<file path="src/logic/riscv_v_pkg.sv">
/*
 * Vector unit shared definitions
 * Geometry, stage latencies, data and address types and the opcode set
 */
`default_nettype none

package riscv_v_pkg;

    // Geometry
    localparam int riscv_v_elem_w        = 32;
    localparam int riscv_v_num_elem      = 4;
    localparam int riscv_v_num_regs      = 32;
    localparam int riscv_v_num_mask_regs = 4;

    // Pipeline distances in register stages
    localparam int riscv_v_id_2_exe_latency  = 1;
    localparam int riscv_v_exe_2_mem_latency = 1;
    localparam int riscv_v_exe_2_wb_latency  = 2;
    localparam int riscv_v_id_2_mem_latency  = 2;
    localparam int riscv_v_id_2_wb_latency   = 3;

    typedef logic [riscv_v_elem_w*riscv_v_num_elem-1:0]    riscv_v_data_t;
    typedef logic [riscv_v_elem_w-1:0]                     riscv_data_t;
    typedef logic [$clog2(riscv_v_num_regs)-1:0]           riscv_v_rf_addr_t;
    typedef logic [$clog2(riscv_v_num_mask_regs)-1:0]      riscv_v_mask_rf_addr_t;
    typedef logic [riscv_v_num_elem-1:0]                   riscv_v_mask_t;
    typedef logic [riscv_v_num_elem-1:0]                   riscv_v_rf_wr_en_t;

    typedef enum logic [3:0] {
        op_vadd    = 4'd0,
        op_vsub    = 4'd1,
        op_vand    = 4'd2,
        op_vor     = 4'd3,
        op_vxor    = 4'd4,
        op_vadd_vx = 4'd5,   // vs1 element plus scalar
        op_vmseq   = 4'd6,   // writes a mask register
        op_vext_xv = 4'd7    // writes the scalar core
    } riscv_v_op_e;

endpackage : riscv_v_pkg

`default_nettype wire

</file>
<file path="src/logic/riscv_v_mask_rf.sv">
/*
 * Mask register file
 * One combinational read port and one clocked write port
 */
`default_nettype none

module riscv_v_mask_rf (
    input  logic                               clk,
    input  riscv_v_pkg::riscv_v_mask_rf_addr_t rd_addr,
    output riscv_v_pkg::riscv_v_mask_t         rd_data,
    input  riscv_v_pkg::riscv_v_mask_rf_addr_t wr_addr,
    input  logic                               wr_en,
    input  riscv_v_pkg::riscv_v_mask_t         wr_data
);

    riscv_v_pkg::riscv_v_mask_t regs [riscv_v_pkg::riscv_v_num_mask_regs];

    always_ff @(posedge clk) begin
        if (wr_en) begin
            regs[wr_addr] <= wr_data;
        end
    end

    assign rd_data = regs[rd_addr];

endmodule : riscv_v_mask_rf

`default_nettype wire

</file>
<file path="config.mk">
export PLATFORM = sky130hd
export DESIGN_NAME = riscv_v_mask_rf
export DESIGN_NICKNAME = d
export VERILOG_FILES = /design/src/logic/riscv_v_pkg.sv /design/src/logic/riscv_v_mask_rf.sv
export SDC_FILE = /design/constraint.sdc
export NUM_CORES = 1
export LEC_CHECK = 0
export BUFFER_PORTS_ARGS = -buffer_cell sky130_fd_sc_hd__buf_2
export CORE_UTILIZATION = 44
export DETAILED_ROUTE_END_ITERATION = 8
export PLACE_DENSITY = 0.67
export SYNTH_ARGS = -nofsm -noshare
export SYNTH_HDL_FRONTEND = slang
export SYNTH_SLANG_ARGS = --single-unit
</file>
<file path="constraint.sdc">
create_clock -name clk -period 1.4 [get_ports clk]
set_clock_uncertainty 0.15 [all_clocks]
set_input_delay 0.28 -clock clk [delete_from_list [all_inputs] [get_ports clk]]
set_output_delay 0.28 -clock clk [all_outputs]
set_load 0.05 [all_outputs]
</file>
# --- Yosys cells after proc, flatten, opt, wreduce, memory -nomap -nowiden ---
# Memory sizes are Yosys's and may differ from the RTL's.
# Cells that the tools add are included.
totals:
  register_bits: 0
  ram_bits: 16
  in_bits: 10
  output_inout_bits: 4
  word_cells: 3
  mem_count: 1
classes:
  n_mux: 2
memory_table:
  columns: ["name", "words", "width", "rd", "rd_clocked_by_memory_dff", "wr", "line", "rtl"]
  rows:
  - ["regs", 4, 4, 1, 0, 1, "riscv_v_mask_rf.sv:16", "riscv_v_pkg::riscv_v_mask_t regs [riscv_v_pkg::riscv_v_num_mask_regs];"]
ops:
  columns: ["cell", "count"]
  rows:
  - ["2-to-1 mux 1 bit", 2]

# --- Longest topological paths before layout ---
depth:
  depth_word: 2
  depth_mapped: 1
  mapped_depth_nobuf: 1

# --- Worst setup path before layout ---
# No wires, ideal clock.
synth_path:
  path_kind: "reg-to-output"
  start: "memory regs[1][0] (netlist name)"
  end: "output rd_data[0]"
  arrival_ns: 1.080
  t_required_ns: 0.970
  slack_ns: -0.110
  stages_incl_launch_ff: 2
  n_path_buf: 0
  path_cell_list: "edfxtp_1 -> mux4_1"
synth_between:
  elab_chain_len: 1
synth_lines:
  columns: ["item", "line", "rtl"]
  rows:
  - ["start, declared", "riscv_v_mask_rf.sv:16", null]
  - ["memory read (4 x 4 bit)", null, null]
  - ["end, declared", "riscv_v_mask_rf.sv:10", "output riscv_v_pkg::riscv_v_mask_t rd_data,"]
# No other way between the ends.

# --- Final worst setup path ---
layout_path:
  start: "memory regs[3][3] (netlist name)"
  end: "output rd_data[3]"
# The elaborated chain is that of the path after synthesis.

==> impl_metrics.csv <==
group,metric,value,unit
power_and_ir_drop,seq_power_share,60.7,%
clock_tree,clockBufferDepth,2,
die,pin_count,14,
worst_setup_path,slowest_stage,"mux4_2",
clock_tree,root_buffer,"clkbuf_4",
layout,postLayoutCellArea,744,sq um
routing,first_iter_violations,0,
layout,drive_gt1_share,50.0,%
layout,regMostFlops,"regs",
die,num_rows,13,
worst_setup_path,cp.depth,2,
worst_setup_path,endpoint_kind,"output pin",
run_status,status,"complete, but fails checks",
layout,largest_reg_flops,16,
routing,post_drt_wl_per_cell,15.8,um
sta,setup_viol,4,
layout,diodes,0,
sta,rsz0062_at_grt,"yes",
synth,yosys-top-cells-area,"edfxtp_1 (78%), mux4_1 (17%), and3b_1 (2.8%)",
grt,antenna_found_initial,0,
routing,vias_per_cell,5.12,
flow_run,drv_cap,0,
synth,synth_compound_area_share,0,%
sta,tightestPinTransition,0.220,ns
sta,post-route-period-util,125,%
worst_setup_path,critical-path-top-delay-family,"multiplexers",
power_and_ir_drop,power_switching_share,23.1,%
placed_design,numPortBuffers,13,
die,die_height,39.4,um
power_and_ir_drop,intPower,0.706,mW
run_status,violations,"setup timing",
routing,dr.pass1.iters,1,
clock_tree,clock-sinks,16,
sta,finalHoldViolCount,0,
synth,syn_area_per_cell,25.7,sq um
clock_tree,cts-resized-gates,8,
synth,yosysWarnings,0,
worst_setup_path,criticalPathCategory,"flip-flop to output pin",
synth,synthCells,24,
power_and_ir_drop,ir_worst_vdd,0.570,mV
grt,track_usage,14.4,%
synth,yosysTopAreaCell,"edfxtp_1",
clock_tree,h-tree-depth,1,
routing,num_vias,292,
grt,grt_max_degree,10,
clock_tree,postCtsHoldBufs,0,
grt,first_global_vias,291,
worst_setup_path,worstPathMaxFanout,1,
layout,top_regs,"regs: 16 flops",
synth,netlist_area,617,sq um
layout,area_growth,20.7,%
worst_setup_path,startpoint_type,"flip-flop",
power_and_ir_drop,clkPwrFrac,25.9,%
synth,synthAdderAreaFrac,0,%
synth,synth_cell_types,5,
routing,drcViolationCount,0,
grt,overflow,0,
min_path,hp-class,"input pin to flip-flop",
grt,grt_pass1_wl,1350,um
power_and_ir_drop,p_sw,0.212,mW
worst_setup_path,worst-path-buf-inv,1,
sta,timing.fmax,571,MHz
layout,multi_input_area,121,sq um
worst_setup_path,max_stage_delay,0.49,ns
synth,synth_nets,34,
worst_setup_path,arrival,1.32,ns
min_path,hold_depth,1,
grt,grt_use_met1,21.3,%
die,die_x,39.4,um
clock_tree,cts_tree,"done",
clock_tree,cts_buffers,3,
die,core_area,1300,sq um
grt,grt_util_met2,19.3,%
worst_setup_path,required,0.97,ns
placed_design,place_congestion,0.691,
synth,synth_mux_area_share,17.0,%
sta,report.final.slew_viol_count,0,
synth,synth_top_area_share,77.9,%
sta,slew_headroom,85.4,%
layout,regArea,480,sq um
power_and_ir_drop,power_density,1230,nW/um^2
synth,synth_top_family_by_area,"multiplexers",
synth,synth_simple_gate_area_share,5.07,%
layout,nets,53,
grt,grt.busiest_layer,"met1",
clock_tree,cts.clk_slew.worst_paths,0.09,ns
worst_setup_path,path_cells,"mux4_2, buf_6",
placed_design,placed_area,693,sq um
routing,drt_wl_total,898,um
synth,synth_xor_area_share,0,%
synth,seq_area_frac_synth,77.9,%
clock_tree,cts_setup_buffers,0,
power_and_ir_drop,combPwrFrac,13.4,%
layout,fin_util,57.2,%
routing,final_antenna_net_count,0,
grt,use_met3,5.11,%
sta,setup_ws,-0.353,ns
power_and_ir_drop,power_leakage,0.274,nW
layout,fillers,113,
synth,ys_ff_latch,16,
placed_design,dp_slack,-0.225,ns
die,die_area,1560,sq um
sta,period_needed,1.75,ns
die,start_util,47.4,%
## layout by cell type (no fill, tap or decap), drive strengths merged
master and count:
and3b 2, edfxtp 16, buf 14, clkbuf 3, nor3b 1, and3 1
mux4 4, clkinv 1
## cell usage after synthesis (all sizes together)
library cell,instances
nor3b,1
mux4,4
edfxtp,16
and3b,2
and3,1
## path summary, 6_finish.rpt
kind	from	end	slack (ns)
min	wr_data[0]	regs[1][0]$_DFFE_PP_	0.06
max	regs[3][3]$_DFFE_PP_	rd_data[3]	-0.35
## kinds of logic (layout without fill, tap and decap cells)
kind of cell / count (synthesis) / after routing
buffers and inverters: 0 / 18
and+or+nand+nor: 4 / 4
DFF: 16 / 16
muxes: 4 / 4
## power by group through the flow
stage	Clock, mW	Sequential, mW	Combinational, mW
floorplan	0	0.566	0.0698
global placement	0	0.566	0.104
detailed placement	0	0.569	0.107
CTS	0.245	0.558	0.124
global route	0.267	0.559	0.131
finish	0.238	0.557	0.123
## per-layer routing
metal | vias to the layer above | share of wire, %
met4 | 0 | 0
met5 | - | 0
li1 | 141 | -
met2 | 10 | 52
met1 | 141 | 44
met3 | 0 | 3.8
## per-stage QoR
stage	power (mW)	hold WS, ns	cells	setup TNS (ns)
after CTS	0.926	0.0514	57	-1.40
final	0.918	0.0606	57	-1.36
after detailed placement	0.676	0.347	53	-0.869
after floorplan	0.635	0.229	24	0
after global routing	0.957	0.0480	57	-1.52
after global placement	0.670	0.337	53	-0.804
## area by class of cell
type,instances,share of cell area (%)
clock buffer,3,3.03
sequential,16,64.5
multi-input combinational,8,16.3
tap,15,2.52
clock inverter,1,0.504
timing repair buffer,14,13.1
Power figures use the tool's default switching activity.
