<file path="config.mk">
export PLATFORM = sky130hd
export DESIGN_NAME = riscv_v_rf_ctrl
export DESIGN_NICKNAME = d
export VERILOG_FILES = /design/src/logic/riscv_v_pkg.sv /design/src/logic/riscv_v_stage.sv /design/src/logic/riscv_v_rf_ctrl.sv
export SDC_FILE = /design/constraint.sdc
export NUM_CORES = 1
export LEC_CHECK = 0
export BUFFER_PORTS_ARGS = -buffer_cell sky130_fd_sc_hd__buf_2
export CAP_MARGIN = 20
export CORE_AREA = 2 2 414 416
export DETAILED_ROUTE_END_ITERATION = 10
export DIE_AREA = 0 0 416 418
export PLACE_DENSITY_LB_ADDON = 0.3
export SYNTH_ARGS = -nofsm -noshare
export SYNTH_HDL_FRONTEND = slang
export SYNTH_SLANG_ARGS = --single-unit
</file>
<file path="constraint.sdc">
create_clock -name clk -period 19.95 [get_ports clk]
set_input_delay 2.9925 -clock clk [delete_from_list [all_inputs] [get_ports clk]]
set_output_delay 2.9925 -clock clk [all_outputs]
set_load 0.05 [all_outputs]
</file>
<file path="src/logic/riscv_v_pkg.sv">
/*
 * Vector unit shared definitions
 * Geometry, stage latencies, data and address types and the opcode set
 */
`default_nettype none

package riscv_v_pkg;

    // Geometry
    localparam int riscv_v_elem_w        = 32;
    localparam int riscv_v_num_elem      = 4;
    localparam int riscv_v_num_regs      = 32;
    localparam int riscv_v_num_mask_regs = 4;

    // Pipeline distances in register stages
    localparam int riscv_v_id_2_exe_latency  = 1;
    localparam int riscv_v_exe_2_mem_latency = 1;
    localparam int riscv_v_exe_2_wb_latency  = 2;
    localparam int riscv_v_id_2_mem_latency  = 2;
    localparam int riscv_v_id_2_wb_latency   = 3;

    typedef logic [riscv_v_elem_w*riscv_v_num_elem-1:0]    riscv_v_data_t;
    typedef logic [riscv_v_elem_w-1:0]                     riscv_data_t;
    typedef logic [$clog2(riscv_v_num_regs)-1:0]           riscv_v_rf_addr_t;
    typedef logic [$clog2(riscv_v_num_mask_regs)-1:0]      riscv_v_mask_rf_addr_t;
    typedef logic [riscv_v_num_elem-1:0]                   riscv_v_mask_t;
    typedef logic [riscv_v_num_elem-1:0]                   riscv_v_rf_wr_en_t;

    typedef enum logic [3:0] {
        op_vadd    = 4'd0,
        op_vsub    = 4'd1,
        op_vand    = 4'd2,
        op_vor     = 4'd3,
        op_vxor    = 4'd4,
        op_vadd_vx = 4'd5,   // vs1 element plus scalar
        op_vmseq   = 4'd6,   // writes a mask register
        op_vext_xv = 4'd7    // writes the scalar core
    } riscv_v_op_e;

endpackage : riscv_v_pkg

`default_nettype wire

</file>
<file path="src/logic/riscv_v_stage.sv">
/*
 * Generic pipeline delay line
 * num_stages stall-frozen registers with reset and flush values, all taps visible
 */
`default_nettype none

module riscv_v_stage #(
    parameter type data_t     = logic,
    parameter int  num_stages = 1
) (
    input  logic  clk,
    input  logic  rst_n,
    input  logic  en,
    input  logic  flush,
    input  data_t rst_val,
    input  data_t flush_val,
    input  data_t data_in,
    output data_t data_out,
    output data_t internal_data [num_stages:0]
);

    data_t regs [num_stages];

    always_ff @(posedge clk) begin
        if (!rst_n) begin
            for (int i = 0; i < num_stages; i++) begin
                regs[i] <= rst_val;
            end
        end else if (en) begin
            regs[0] <= flush ? flush_val : data_in;
            for (int i = 1; i < num_stages; i++) begin
                regs[i] <= flush ? flush_val : regs[i-1];
            end
        end
    end

    // Tap 0 is the input itself
    assign internal_data[0] = data_in;

    for (genvar i = 0; i < num_stages; i++) begin : g_tap
        assign internal_data[i+1] = regs[i];
    end

    assign data_out = regs[num_stages-1];

endmodule : riscv_v_stage

`default_nettype wire

</file>
<file path="src/logic/riscv_v_rf_ctrl.sv">
/*
 * Vector register file staging controller
 * Carries addresses, enables and data from ID or EXE through MEM to WB
 */
`default_nettype none

module riscv_v_rf_ctrl (
    input  logic                               clk,
    input  logic                               rst_n,
    input  logic                               stall,
    input  logic                               flush,
    // Vector register file
    input  riscv_v_pkg::riscv_v_rf_addr_t      rf_wr_addr_id,
    output riscv_v_pkg::riscv_v_rf_addr_t      rf_wr_addr_mem,
    output riscv_v_pkg::riscv_v_rf_addr_t      rf_wr_addr_wb,
    input  riscv_v_pkg::riscv_v_rf_wr_en_t     rf_wr_en_exe,
    output riscv_v_pkg::riscv_v_rf_wr_en_t     rf_wr_en_mem,
    output riscv_v_pkg::riscv_v_rf_wr_en_t     rf_wr_en_wb,
    input  riscv_v_pkg::riscv_v_data_t         rf_wr_data_exe,
    output riscv_v_pkg::riscv_v_data_t         rf_wr_data_mem,
    output riscv_v_pkg::riscv_v_data_t         rf_wr_data_wb,
    input  riscv_v_pkg::riscv_v_data_t         rf_rd_data_srca_id,
    output riscv_v_pkg::riscv_v_data_t         rf_rd_data_srca_exe,
    input  riscv_v_pkg::riscv_v_data_t         rf_rd_data_srcb_id,
    output riscv_v_pkg::riscv_v_data_t         rf_rd_data_srcb_exe,
    // Mask register file
    input  riscv_v_pkg::riscv_v_mask_rf_addr_t mask_rf_wr_addr_id,
    output riscv_v_pkg::riscv_v_mask_rf_addr_t mask_rf_wr_addr_wb,
    input  riscv_v_pkg::riscv_v_mask_t         mask_rf_wr_data_exe,
    output riscv_v_pkg::riscv_v_mask_t         mask_rf_wr_data_wb,
    input  logic                               mask_rf_wr_en_id,
    output logic                               mask_rf_wr_en_wb,
    input  riscv_v_pkg::riscv_v_mask_t         mask_rf_rd_data_id,
    output riscv_v_pkg::riscv_v_mask_t         mask_rf_rd_data_exe,
    // Scalar register file of the core
    input  riscv_v_pkg::riscv_data_t           int_rf_rd_data_id,
    output riscv_v_pkg::riscv_data_t           int_rf_rd_data_exe,
    input  riscv_v_pkg::riscv_data_t           int_rf_wr_data_exe,
    output riscv_v_pkg::riscv_data_t           int_rf_wr_data_wb,
    input  logic                               int_rf_wr_en_id,
    output logic                               int_rf_wr_en_wb
);

    localparam int id_exe  = riscv_v_pkg::riscv_v_id_2_exe_latency;
    localparam int id_wb   = riscv_v_pkg::riscv_v_id_2_wb_latency;
    localparam int exe_wb  = riscv_v_pkg::riscv_v_exe_2_wb_latency;

    logic en_stage;

    riscv_v_pkg::riscv_v_rf_addr_t  rf_wr_addr_stages [id_wb:0];
    riscv_v_pkg::riscv_v_rf_wr_en_t rf_wr_en_stages   [exe_wb:0];
    riscv_v_pkg::riscv_v_data_t     rf_wr_data_stages [exe_wb:0];

    assign en_stage = ~stall;

    // Only the enable chains see reset and flush
    riscv_v_stage #(.data_t(riscv_v_pkg::riscv_v_rf_addr_t), .num_stages(id_wb)) stage_rf_wr_addr (
        .clk, .rst_n(1'b1), .en(en_stage), .flush(1'b0), .rst_val('0), .flush_val('0),
        .data_in(rf_wr_addr_id), .data_out(rf_wr_addr_wb), .internal_data(rf_wr_addr_stages));
    riscv_v_stage #(.data_t(riscv_v_pkg::riscv_v_rf_wr_en_t), .num_stages(exe_wb)) stage_rf_wr_en (
        .clk, .rst_n, .en(en_stage), .flush, .rst_val('0), .flush_val('0),
        .data_in(rf_wr_en_exe), .data_out(rf_wr_en_wb), .internal_data(rf_wr_en_stages));
    riscv_v_stage #(.data_t(riscv_v_pkg::riscv_v_data_t), .num_stages(exe_wb)) stage_rf_wr_data (
        .clk, .rst_n(1'b1), .en(en_stage), .flush(1'b0), .rst_val('0), .flush_val('0),
        .data_in(rf_wr_data_exe), .data_out(rf_wr_data_wb), .internal_data(rf_wr_data_stages));
    riscv_v_stage #(.data_t(riscv_v_pkg::riscv_v_data_t), .num_stages(id_exe)) stage_srca (
        .clk, .rst_n(1'b1), .en(en_stage), .flush(1'b0), .rst_val('0), .flush_val('0),
        .data_in(rf_rd_data_srca_id), .data_out(rf_rd_data_srca_exe), .internal_data());
    riscv_v_stage #(.data_t(riscv_v_pkg::riscv_v_data_t), .num_stages(id_exe)) stage_srcb (
        .clk, .rst_n(1'b1), .en(en_stage), .flush(1'b0), .rst_val('0), .flush_val('0),
        .data_in(rf_rd_data_srcb_id), .data_out(rf_rd_data_srcb_exe), .internal_data());

    // Mask register file
    riscv_v_stage #(.data_t(riscv_v_pkg::riscv_v_mask_rf_addr_t), .num_stages(id_wb)) stage_mask_addr (
        .clk, .rst_n(1'b1), .en(en_stage), .flush(1'b0), .rst_val('0), .flush_val('0),
        .data_in(mask_rf_wr_addr_id), .data_out(mask_rf_wr_addr_wb), .internal_data());
    riscv_v_stage #(.data_t(riscv_v_pkg::riscv_v_mask_t), .num_stages(exe_wb)) stage_mask_wr_data (
        .clk, .rst_n(1'b1), .en(en_stage), .flush(1'b0), .rst_val('0), .flush_val('0),
        .data_in(mask_rf_wr_data_exe), .data_out(mask_rf_wr_data_wb), .internal_data());
    riscv_v_stage #(.data_t(logic), .num_stages(id_wb)) stage_mask_wr_en (
        .clk, .rst_n, .en(en_stage), .flush, .rst_val('0), .flush_val('0),
        .data_in(mask_rf_wr_en_id), .data_out(mask_rf_wr_en_wb), .internal_data());
    riscv_v_stage #(.data_t(riscv_v_pkg::riscv_v_mask_t), .num_stages(id_exe)) stage_mask_rd_data (
        .clk, .rst_n(1'b1), .en(en_stage), .flush(1'b0), .rst_val('0), .flush_val('0),
        .data_in(mask_rf_rd_data_id), .data_out(mask_rf_rd_data_exe), .internal_data());

    // Scalar register file
    riscv_v_stage #(.data_t(riscv_v_pkg::riscv_data_t), .num_stages(id_exe)) stage_int_rd_data (
        .clk, .rst_n(1'b1), .en(en_stage), .flush(1'b0), .rst_val('0), .flush_val('0),
        .data_in(int_rf_rd_data_id), .data_out(int_rf_rd_data_exe), .internal_data());
    riscv_v_stage #(.data_t(riscv_v_pkg::riscv_data_t), .num_stages(exe_wb)) stage_int_wr_data (
        .clk, .rst_n(1'b1), .en(en_stage), .flush(1'b0), .rst_val('0), .flush_val('0),
        .data_in(int_rf_wr_data_exe), .data_out(int_rf_wr_data_wb), .internal_data());
    riscv_v_stage #(.data_t(logic), .num_stages(id_wb)) stage_int_wr_en (
        .clk, .rst_n, .en(en_stage), .flush, .rst_val('0), .flush_val('0),
        .data_in(int_rf_wr_en_id), .data_out(int_rf_wr_en_wb), .internal_data());

    // MEM view for an outside hazard unit
    assign rf_wr_addr_mem = rf_wr_addr_stages[riscv_v_pkg::riscv_v_id_2_mem_latency];
    assign rf_wr_en_mem   = rf_wr_en_stages[riscv_v_pkg::riscv_v_exe_2_mem_latency];
    assign rf_wr_data_mem = rf_wr_data_stages[riscv_v_pkg::riscv_v_exe_2_mem_latency];

endmodule : riscv_v_rf_ctrl

`default_nettype wire

</file>
* After elaboration in Yosys (flattened, before gate mapping)
Memory sizes are Yosys's and may differ from the RTL's.
Index checks and enable logic that the tools add are counted.
** Word-level totals
- Memory bits (read-only) :: 0
- Bits in writable memories :: 655
- Register bits :: 0
- Logic and storage cells :: 40
- Latch bits :: 0
- Memories kept :: 12
- Output and inout bits :: 606
- Input port bits :: 473
** Operators by class
- Multiplexer cells :: 20
- Div/mod/pow operators :: 0
- Eq/ne operators :: 0
- Bitwise operators :: 8
- Order comparisons :: 0
- Reductions and logical operators :: 0
- $mul :: 0
- Shift operators :: 0
- Add/sub/neg operators :: 0
** Memories
- stage_rf_wr_data.regs :: words 2, width 128, read ports 2, clocked after memory_dff 0, wr ports 2, RTL line riscv_v_stage.sv:22 : data_t regs [num_stages];
- stage_srca.regs :: words 1, width 128, read ports 1, clocked after memory_dff 0, wr ports 1, RTL line riscv_v_stage.sv:22
- stage_srcb.regs :: words 1, width 128, read ports 1, clocked after memory_dff 0, wr ports 1, RTL line riscv_v_stage.sv:22
- stage_int_wr_data.regs :: words 2, width 32, read ports 2, clocked after memory_dff 0, wr ports 2, RTL line riscv_v_stage.sv:22
- stage_int_rd_data.regs :: words 1, width 32, read ports 1, clocked after memory_dff 0, wr ports 1, RTL line riscv_v_stage.sv:22
- stage_rf_wr_addr.regs :: words 3, width 5, read ports 3, clocked after memory_dff 0, wr ports 3, RTL line riscv_v_stage.sv:22
- 6 more memories
** Operators with widths (number)
- 1-bit 2-to-1 mux :: 16
- 4-bit 2-to-1 mux :: 4
- 1-bit OR :: 8

* Logic depth before layout (Yosys ltp)
Gate-level depths: netlist (run 1).
- Depth after elaboration :: 4
- Depth in mapped cells :: 2
- Mapped depth without buffers :: 1

* Modules after synthesis
From an unflattened synthesis (run 1), not the netlist that was laid out.
** Second synthesis, totals
- Cell total of the unflattened synthesis :: 3838
- Area, all modules :: 41677.5 um^2
** Modules (own cells, without submodules)
- riscv_v_stage at stage_srca ... :: sequential area each 3843.7 um^2, instances 2, cells an instance 826, area each 9275.1 um^2
- riscv_v_stage at stage_rf_wr_data :: sequential area each 7687.4 um^2, instances 1, cells an instance 1382, area each 14420.1 um^2
- riscv_v_stage at stage_int_wr_data :: sequential area each 1921.8 um^2, instances 1, cells an instance 347, area each 3671.0 um^2
- riscv_v_stage at stage_int_rd_data :: sequential area each 960.9 um^2, instances 1, cells an instance 210, area each 2337.2 um^2
- riscv_v_stage at stage_mask_wr_data ... :: sequential area each 240.2 um^2, instances 2, cells an instance 44, area each 466.7 um^2
- riscv_v_stage at stage_rf_wr_addr :: sequential area each 450.4 um^2, instances 1, cells an instance 71, area each 808.3 um^2
- riscv_v_stage at stage_int_wr_en ... :: sequential area each 90.1 um^2, instances 2, cells an instance 14, area each 166.4 um^2
- riscv_v_stage at stage_mask_addr :: sequential area each 180.2 um^2, instances 1, cells an instance 29, area each 326.6 um^2
- riscv_v_stage at stage_mask_rd_data :: sequential area each 120.1 um^2, instances 1, cells an instance 28, area each 286.5 um^2
- riscv_v_rf_ctrl :: sequential area each 0.0 um^2, instances 1, cells an instance 3, area each 11.3 um^2

* Worst setup path before layout (run 1)
No wires, ideal clock.
- Path type :: in2reg
- Start point :: input port stall
- End point :: memory stage_int_rd_data.regs[0][0] (netlist name) (enable)
- Arrival :: 15.528 ns
- Stages on the path :: 2
- Buffers on the path :: 1
- Required time :: 18.962 ns
- Slack :: 3.435 ns
- Library setup time :: 0.988 ns
- Cells stage by stage :: buf_2 -> inv_1
** Between the ends
- Longest elaborated chain between the ends :: 1
** Ends and longest elaborated chain
- from (decl) :: RTL line riscv_v_rf_ctrl.sv:10 : input logic stall,
- 1-bit 2-to-1 mux :: RTL line riscv_v_stage.sv:30 : regs[0] <= flush ? flush_val : data_in;
- to (decl) :: RTL line riscv_v_stage.sv:22
Every way passes these cells.

* Worst setup path after layout (run 1)
- Start point :: input port stall
- End point :: memory stage_srca.regs[0][46] (netlist name) (enable)
** Between the ends
- Longest elaborated chain between the ends :: 1
** Ends and longest elaborated chain (RTL line)
- 1-bit 2-to-1 mux :: riscv_v_stage.sv:30
- to (decl) :: riscv_v_stage.sv:22
Every way passes these cells.

==> run summary, run 1 <==
peak supply drop - 0.0654 mV
via-per-instance ratio - 2.90
Slew @ Worst Pin - 0.959 ns
Crit Path Category - primary input to register
Crit Path Max Fanout - 104
DRC viols - 0
Pwr Density - 120 nW/um^2
H-tree levels - 3
sequential power share - 45.7%
Post-Syn Nets - 1195
WL met1 - 33800 um
Multi-input gate area - 179 sq um
HP Start - stage_int_wr_data.regs[0][23]
main area contributors after synthesis - edfxtp_1, buf_4, and4bb_2, buf_2, inv_1
Total Routing Usage GR - 9.57%
first-pass GRT wire length - 112000 um
Initial Utilization - 12.0%
core area - 169000 sq um
Synth Instances - 722
Hold Path Depth - 0
metal3 WL - 7810 um
final worst path period need - 5.41 ns
Congestion Overflow GR - 0
Nets - 2312
post-CTS sizing - 0
Critical Path AT - 5.70 ns
row count - 151
dpl cells - 3974
root buf cell - clkbuf_16
Hold Crit Endpoint - stage_int_wr_data.regs[0][55]
Placer Congestion - 0.859
DR top layer - met5
antenna viol nets, final - 0
clock share of power - 39.9%
vias in the first global route - 12183
Synth Register Bits - 655
total number of vias - 11970
Crit-path slowest cell - buf_4
met2 wire len - 43000 um
fin util - 18.2%
top-area cell type share of the netlist area - 97.2%
Post-CTS Setup Bufs - 0
clock latency on the worst-skew pair - 0.69 ns
clk sink count - 655
Post-CTS Hold Fix Bufs - 0
port bufs - 1078
# fillers - 18302
CP Launch Type - primary input
Setup crit end kind - register
Yosys Warn Count - 0
Max Cap Viol - 0
RSZ-0062 raised after global routing - false
mean post-synth cell area - 28.0 sq um
Die ar. - 174000 sq um
combinational share of power - 14.4%
number of I/O pins - 1079
Slew headroom - 36.1%
CTS Buf Count - 81
critical-path cell list - buf_2 -> inv_8 -> buf_4 -> buf_4
flop-to-flop setup slack - 19.08 ns
FF+latch area - 19700 sq um
switching power - 1.11 mW
status - completed
Setup Viol. Count Final - 0
Die Wd - 416 um
Sw Ratio - 30.1%
pin count of the biggest net entering global routing - 142
Seq/Total Area, Yosys - 97.2%
Clock Skew - 0.0235 ns
Mapped Area - 20200 sq um
chip height - 418 um
Setup TNS - 0 ns
first-iteration detailed-routing DRC count - 811
final worst path period share - 27.1%
leakage - 12.0 nW
Yosys top cell by area - edfxtp_1
Clk pin slew, worst setup/hold paths - 0.06 ns
CTS Buffer Depth - 3
cell internal pwr - 2.57 mW
Worst path max stage delay - 0.83 ns
post-route insts no fill - 4125
Pins Over Slew Limit - 0
Worst R2R Path Depth - 1
layout cells sized above 1 - 64.1%
FF-to-FF Start - stage_rf_wr_en.regs[0][3]
final wirelength - 87400 um
post-synth cell types - 6
WL/cell - 21.2 um
Detailed Routing Iterations Pass 1 - 4
Hold Path Class - register to register
TritonCTS clock tree - built
antenna violations before repair - 54
Fin. Hold Viols - 0
Most common cell on crit path - buf_4
hpwl dp - 69400 um
Critical R2R Capture - stage_rf_wr_en.regs[0][7]
f_max - 185 MHz
Critical Path RT - 20.24 ns
Design Power - 3.68 mW
synthesis-to-finish area growth - 51.9%
sequential cells by signal, indices dropped and copies added, names as in the netlist:
name                     flops
stage_mask_rd_data.regs      4
stage_srcb.regs            128
stage_rf_wr_en.regs          8
stage_srca.regs            128
stage_mask_addr.regs         6
stage_int_rd_data.regs      32
stage_rf_wr_addr.regs       15
stage_rf_wr_data.regs      256
stage_int_wr_data.regs      64
stage_mask_wr_data.regs      8
stage_mask_wr_en.regs        3
stage_int_wr_en.regs         3
final cells by class:
class	count	area share (%)
sequential	655	64.0
inverter	1	0.0367
multi-input combinational	15	0.582
clock inverter	52	1.55
antenna	4	0.0326
timing repair buffer	1085	17.8
tap	2218	9.03
clock buffer	95	6.98
synth_stat cells (all sizes together):
master	instances
edfxtp	655
buf	51
inv	1
and4bb	14
nand2	1
power by group through the flow:
stage	combinational, mW	clock [mW]	sequential [mW]
after floorplan	0.0517	0	2.04
after global routing	0.548	1.58	1.69
after global placement	0.539	0	1.71
after detailed placement	0.538	0	1.71
final	0.531	1.47	1.68
after CTS	0.538	1.54	1.69
cells in the final DEF, fill, tap and decap left out, drive strengths merged:
cell	synthesis	layout
nand2	1	1
buf	51	1085
and4bb	14	14
clkinvlp	0	6
edfxtp	655	655
bufinv	0	5
inv	1	8
diode	0	4
clkbuf	0	95
clkinv	0	34
metal layers:
metal,track usage (%),vias up
met4,3.45,10
met1,11.0,6023
li1,-,5124
met3,4.08,189
met2,15.8,624
met5,0,-
worst max-delay path: cells and delay by family:
family | cells | cell delay [ns]
buf+inv | 4 | 2.41
how the worst max path moves through the flow:
stage,start,end,slack (ns),cells after the start
final,stall,stage_srca.regs[0][46],14.54,4
after global routing,stall,stage_srca.regs[0][46],14.36,4
after CTS,stall,stage_srca.regs[0][21],14.59,4
after detailed placement,stall,stage_srca.regs[0][21],13.80,4
after global placement,stall,stage_srca.regs[0][19],13.84,4
after floorplan,stall,stage_int_rd_data.regs[0][0],3.43,2
per-stage QoR:
stage	worst slack (ns)	hold slack [ns]	cell area, sq um
after floorplan	3.43	0.400	20200
after global placement	13.84	0.400	28100
after detailed placement	13.80	0.405	28100
after CTS	14.59	0.407	30700
after global routing	14.36	0.425	30700
final	14.54	0.413	30700
cell families after synthesis:
kind of cell           count (synthesis)  share of synthesized area (%)
and+or+nand+nor                       15                          0.885
DFF                                  655                           97.2
buffers and inverters                 52                           1.87
(Power assumes the default switching activity.)
==> run 2: changes to the inputs <==
Settings changed: ABC_AREA from default to 1, CORE_AREA 2 2 414 416 to 2 2 422 424, DIE_AREA 0 0 416 418 to 0 0 424 426.
Clock period 19.95 ns to 4.86 ns, I/O delays scaled along.
==> run summary, run 2 <==
status - completed
main area contributors after synthesis - edfxtp_1, buf_4, inv_1, nor2_2, nand3_4
# fillers - 19225
Fin. Hold Viols - 0
CP Launch Type - register
DRC viols - 0
port bufs - 1078
met1 global-route usage - 10.2%
Worst path max stage delay - 0.53 ns
number of I/O pins - 1079
TritonCTS clock tree - built
asr flop ratio synth - 0%
GR peak layer - met2
H-tree levels - 3
root buf cell - clkbuf_16
Critical Path AT - 1.53 ns
stages on the worst setup path - 1
Multi-input gate area - 104 sq um
Synth Register Bits - 655
most frequent cells in the layout - buf_2, edfxtp_1, clkbuf_16, inv_1, clkbuf_1
Congestion Overflow GR - 0
Synth Flop Type - edfxtp_1
Synth Instances - 736
Nets - 2327
biggest regs - stage_rf_wr_data.regs x256, stage_srca.regs x128, stage_srcb.regs x128
Crit Path Category - register to output pin
post-synth cell types - 10
total number of vias - 11765
synthesis-to-finish area growth - 51.8%
Placer Congestion - 0.853
Slew @ Worst Pin - 1.15 ns
Setup TNS - 0 ns
fin util - 17.5%
Die Wd - 424 um
Post-Syn Nets - 1209
CP Capture Point - rf_wr_data_mem[47]
Setup Viol. Count Final - 0
top-area cell type share of the netlist area - 97.3%
Clk pin slew, worst setup/hold paths - 0.06 ns
Worst R2R Path Depth - 0
Design Power - 14.6 mW
post-route cell area - 30700 sq um
Seq/Total Area, Yosys - 97.3%
chip height - 426 um
Critical path origin - stage_rf_wr_data.regs[0][47]
HP Start - rf_wr_data_exe[86]
Total Routing Usage GR - 8.36%
Post-CTS Hold Fix Bufs - 0
leakage - 12.0 nW
final worst path period need - 2.26 ns
clock latency on the worst-skew pair - 0.65 ns
Crit-path slowest cell - edfxtp_1
post-CTS sizing - 0
dpl ws - 2.13 ns
layout cells sized above 1 - 63.2%
most frequent cell after synthesis - edfxtp_1
CP top delay family - flip-flops
Crit Path Max Fanout - 2
FF+latch area - 19700 sq um
antenna viol nets, final - 0
f_max - 442 MHz
final worst path period share - 46.6%
pin count of the biggest net entering global routing - 232
WP buf/inv - 1
Pwr Density - 475 nW/um^2
hpwl dp - 63500 um
max reg flops - 256
clk sink count - 655
Detailed Routing Iterations Pass 1 - 4
Slew headroom - 23.2%
commonest non-fill, non-tap cell in the layout - buf_2
Yosys Warn Count - 0
flop-to-flop setup slack - 4.00 ns
met2 Resource Use GR - 13.2%
FF-to-FF Start - stage_rf_wr_data.regs[0][47]
Biggest register - stage_rf_wr_data.regs
Yosys top cell by area - edfxtp_1
Initial Utilization - 11.5%
Post-synth EDFFs - 655
Hold Path Class - primary input to register
first-pass GRT wire length - 102000 um
RSZ-0062 raised after global routing - false
antenna violations before repair - 40
CTS Buf Count - 75
row count - 154
peak supply drop - 0.303 mV
critical-path cell list - buf_2
Final Worst Setup Slack - 2.60 ns
WL/cell - 18.9 um
Setup crit end kind - output pin
core area - 176000 sq um
Clock Skew - 0.0161 ns
Die ar. - 181000 sq um
via-per-instance ratio - 2.76
first-iteration detailed-routing DRC count - 825
M3 GR Usage - 3.54%
mean post-synth cell area - 27.5 sq um
Max Cap Viol - 0
final wirelength - 80600 um
CTS Buffer Depth - 3
Critical R2R Capture - stage_rf_wr_data.regs[0][175]
Critical Path RT - 4.13 ns
vias in the first global route - 11618
Synth top cells by count - edfxtp_1, buf_4, inv_1
Area after DPL - 28300 sq um
Pins Over Slew Limit - 0
Mapped Area - 20200 sq um
Post-CTS Setup Bufs - 0
[run 2: cell types whose count changed after synthesis, sizes merged]
cell and change:
and4bb -14, buf -2, inv +15, nand3 +1, nor2 +14
[run 2: worst min path at each step]
stage	endpoint	slack (ns)	depth (start not counted)
floorplan	stage_int_wr_data.regs[0][32]	0.40	0
global placement	stage_int_wr_data.regs[0][62]	0.40	0
detailed placement	stage_int_wr_data.regs[0][49]	0.40	0
CTS	stage_rf_wr_data.regs[0][6]	0.12	1
global route	stage_srca.regs[0][34]	0.15	1
finish	stage_rf_wr_data.regs[0][86]	0.24	1
[run 2: cells by family (layout without fill, tap and decap cells)]
logic type / count (synthesis) / in the layout / synth area share (%)
other: 0 / 7 / 0
DFF: 655 / 655 / 97.3
buffers and inverters: 65 / 1239 / 2.14
and+or+nand+nor: 16 / 16 / 0.514
[run 2: final cells by class]
cell class / count / area share (%)
clock buffer: 90 / 6.37
clock inverter: 43 / 1.26
multi-input combinational: 16 / 0.339
sequential: 655 / 64.1
tap: 2340 / 9.55
inverter: 16 / 0.282
antenna: 7 / 0.0571
timing repair buffer: 1090 / 18.0
[run 2: where the power goes]
group | switching (mW) | internal [mW] | leakage, nW
clock | 2.38 | 3.15 | 1.14
sequential | 0.177 | 6.72 | 6.43
combinational | 1.76 | 0.391 | 4.42
[run 2: stage by stage]
step                      instances  hold WS [ns]
after floorplan                 736         0.400
after global placement         4117         0.400
after detailed placement       4117         0.405
after CTS                      4250         0.121
after global routing           4253         0.149
final                          4257         0.238
[run 2: per-layer routing]
layer | part of all wire, % | vias to the layer above | wire (um)
met5 | 0.17 | - | 139
met4 | 2.3 | 20 | 1820
met3 | 9.1 | 131 | 7310
met2 | 48 | 576 | 38700
met1 | 40 | 5910 | 32600
li1 | - | 5128 | -
==> run 3: changes to the inputs <==
Settings changed: ABC_AREA 1 to 0, CORE_AREA 2 2 422 424 to 2 2 414 416, DIE_AREA 0 0 424 426 to 0 0 416 418.
Clock period 4.86 ns to 2.15 ns, I/O delays scaled along.
==> run summary, run 3 (synthesized netlist as in run 1, its figures left out) <==
CTS Buf Count - 80
total number of vias - 13773
Crit-path slowest cell - edfxtp_1
Clock Skew - 0.0283 ns
CP Launch Type - register
final wirelength - 88100 um
met1 global-route usage - 10.7%
most frequent cells in the layout - buf_2, edfxtp_1, dlygate4sd3_1, clkbuf_16, clkbuf_1
Nets - 2798
dpl ws - 0.322 ns
Multi-input gate area - 179 sq um
CP top delay family - flip-flops
post-CTS sizing - 0
Die ar. - 174000 sq um
hpwl dp - 68400 um
worst hold margin - 0.218 ns
number of I/O pins - 1079
Critical Path AT - 1.57 ns
status - completed
WP buf/inv - 1
leakage - 14.1 nW
Setup crit end kind - output pin
Final Worst Setup Slack - 0.262 ns
Initial Utilization - 12.0%
HP Start - flush
Total Routing Usage GR - 9.64%
WL/cell - 19.1 um
max reg flops - 256
antenna viol nets, final - 0
Congestion Overflow GR - 0
RSZ-0062 raised after global routing - false
Setup TNS - 0 ns
Crit Path Max Fanout - 2
Max Cap Viol - 0
TritonCTS clock tree - built
root buf cell - clkbuf_16
H-tree levels - 3
pin count of the biggest net entering global routing - 87
port bufs - 1078
Die Wd - 416 um
M3 GR Usage - 4.22%
core area - 169000 sq um
peak supply drop - 0.628 mV
Critical path origin - stage_rf_wr_data.regs[0][29]
Clk pin slew, worst setup/hold paths - 0.06 ns
CTS Buffer Depth - 3
vias in the first global route - 14643
FF-to-FF Start - stage_rf_wr_en.regs[0][3]
Design Power - 34.3 mW
Post-CTS Setup Bufs - 0
synthesis-to-finish area growth - 75.6%
Worst path max stage delay - 0.52 ns
Placer Congestion - 0.823
layout cells sized above 1 - 51.6%
f_max - 530 MHz
Fin. Hold Viols - 0
Setup Viol. Count Final - 0
Slew headroom - 59.8%
clock latency on the worst-skew pair - 0.69 ns
via-per-instance ratio - 2.99
Hold Path Class - primary input to register
Critical Path RT - 1.83 ns
chip height - 418 um
met2 Resource Use GR - 16.4%
# fillers - 17962
FF+latch area - 19700 sq um
first-pass GRT wire length - 116000 um
biggest regs - stage_rf_wr_data.regs x256, stage_srca.regs x128, stage_srcb.regs x128
DRC viols - 0
GR peak layer - met2
commonest non-fill, non-tap cell in the layout - buf_2
final worst path period share - 87.8%
antenna violations before repair - 30
fin util - 21.0%
first-iteration detailed-routing DRC count - 893
Detailed Routing Iterations Pass 1 - 4
clk sink count - 655
critical-path cell list - buf_2
Pwr Density - 967 nW/um^2
Slew @ Worst Pin - 0.602 ns
Crit Path Category - register to output pin
row count - 151
Post-CTS Hold Fix Bufs - 469
Biggest register - stage_rf_wr_data.regs
final worst path period need - 1.89 ns
Pins Over Slew Limit - 0
run 3: layout make-up:
class | instances | area share [%]
diodes | 6 | 0.0423
clock buffers | 100 | 5.85
clock inverters | 43 | 1.17
inverters | 1 | 0.0211
multi-input cells | 15 | 0.504
flip-flops and latches | 655 | 55.4
well taps | 2218 | 7.81
repair buffers | 1572 | 29.2
run 3: per-layer routing:
metal,wire (um),up-vias,part of all wire (%)
met4,2410,12,2.7
met5,84,-,0.095
met1,33300,6882,38
met2,44500,618,50
li1,-,6109,-
met3,7860,152,8.9
run 3: through the flow:
step | std cells | cell area (sq um)
2_1_floorplan | 722 | 20200
3_3_place_gp | 3992 | 28300
6_report | 4610 | 35500
5_1_grt | 4607 | 35500
4_1_cts | 4604 | 35500
3_5_place_dp | 3992 | 28300
run 3: worst paths after layout:
path	depth (start not counted)	slack, ns	to
worst max-delay path	1	0.26	rf_wr_data_mem[29]
worst min-delay path	2	0.22	stage_rf_wr_en.regs[0][2]
worst min register to register	0	0.42	stage_int_wr_data.regs[0][60]
worst max register to register	1	1.20	stage_rf_wr_en.regs[0][7]
run 3: report_power, final:
group	internal [mW]	switching, mW
logic	1.47	4.23
registers	15.2	0.445
clock network	7.23	5.79
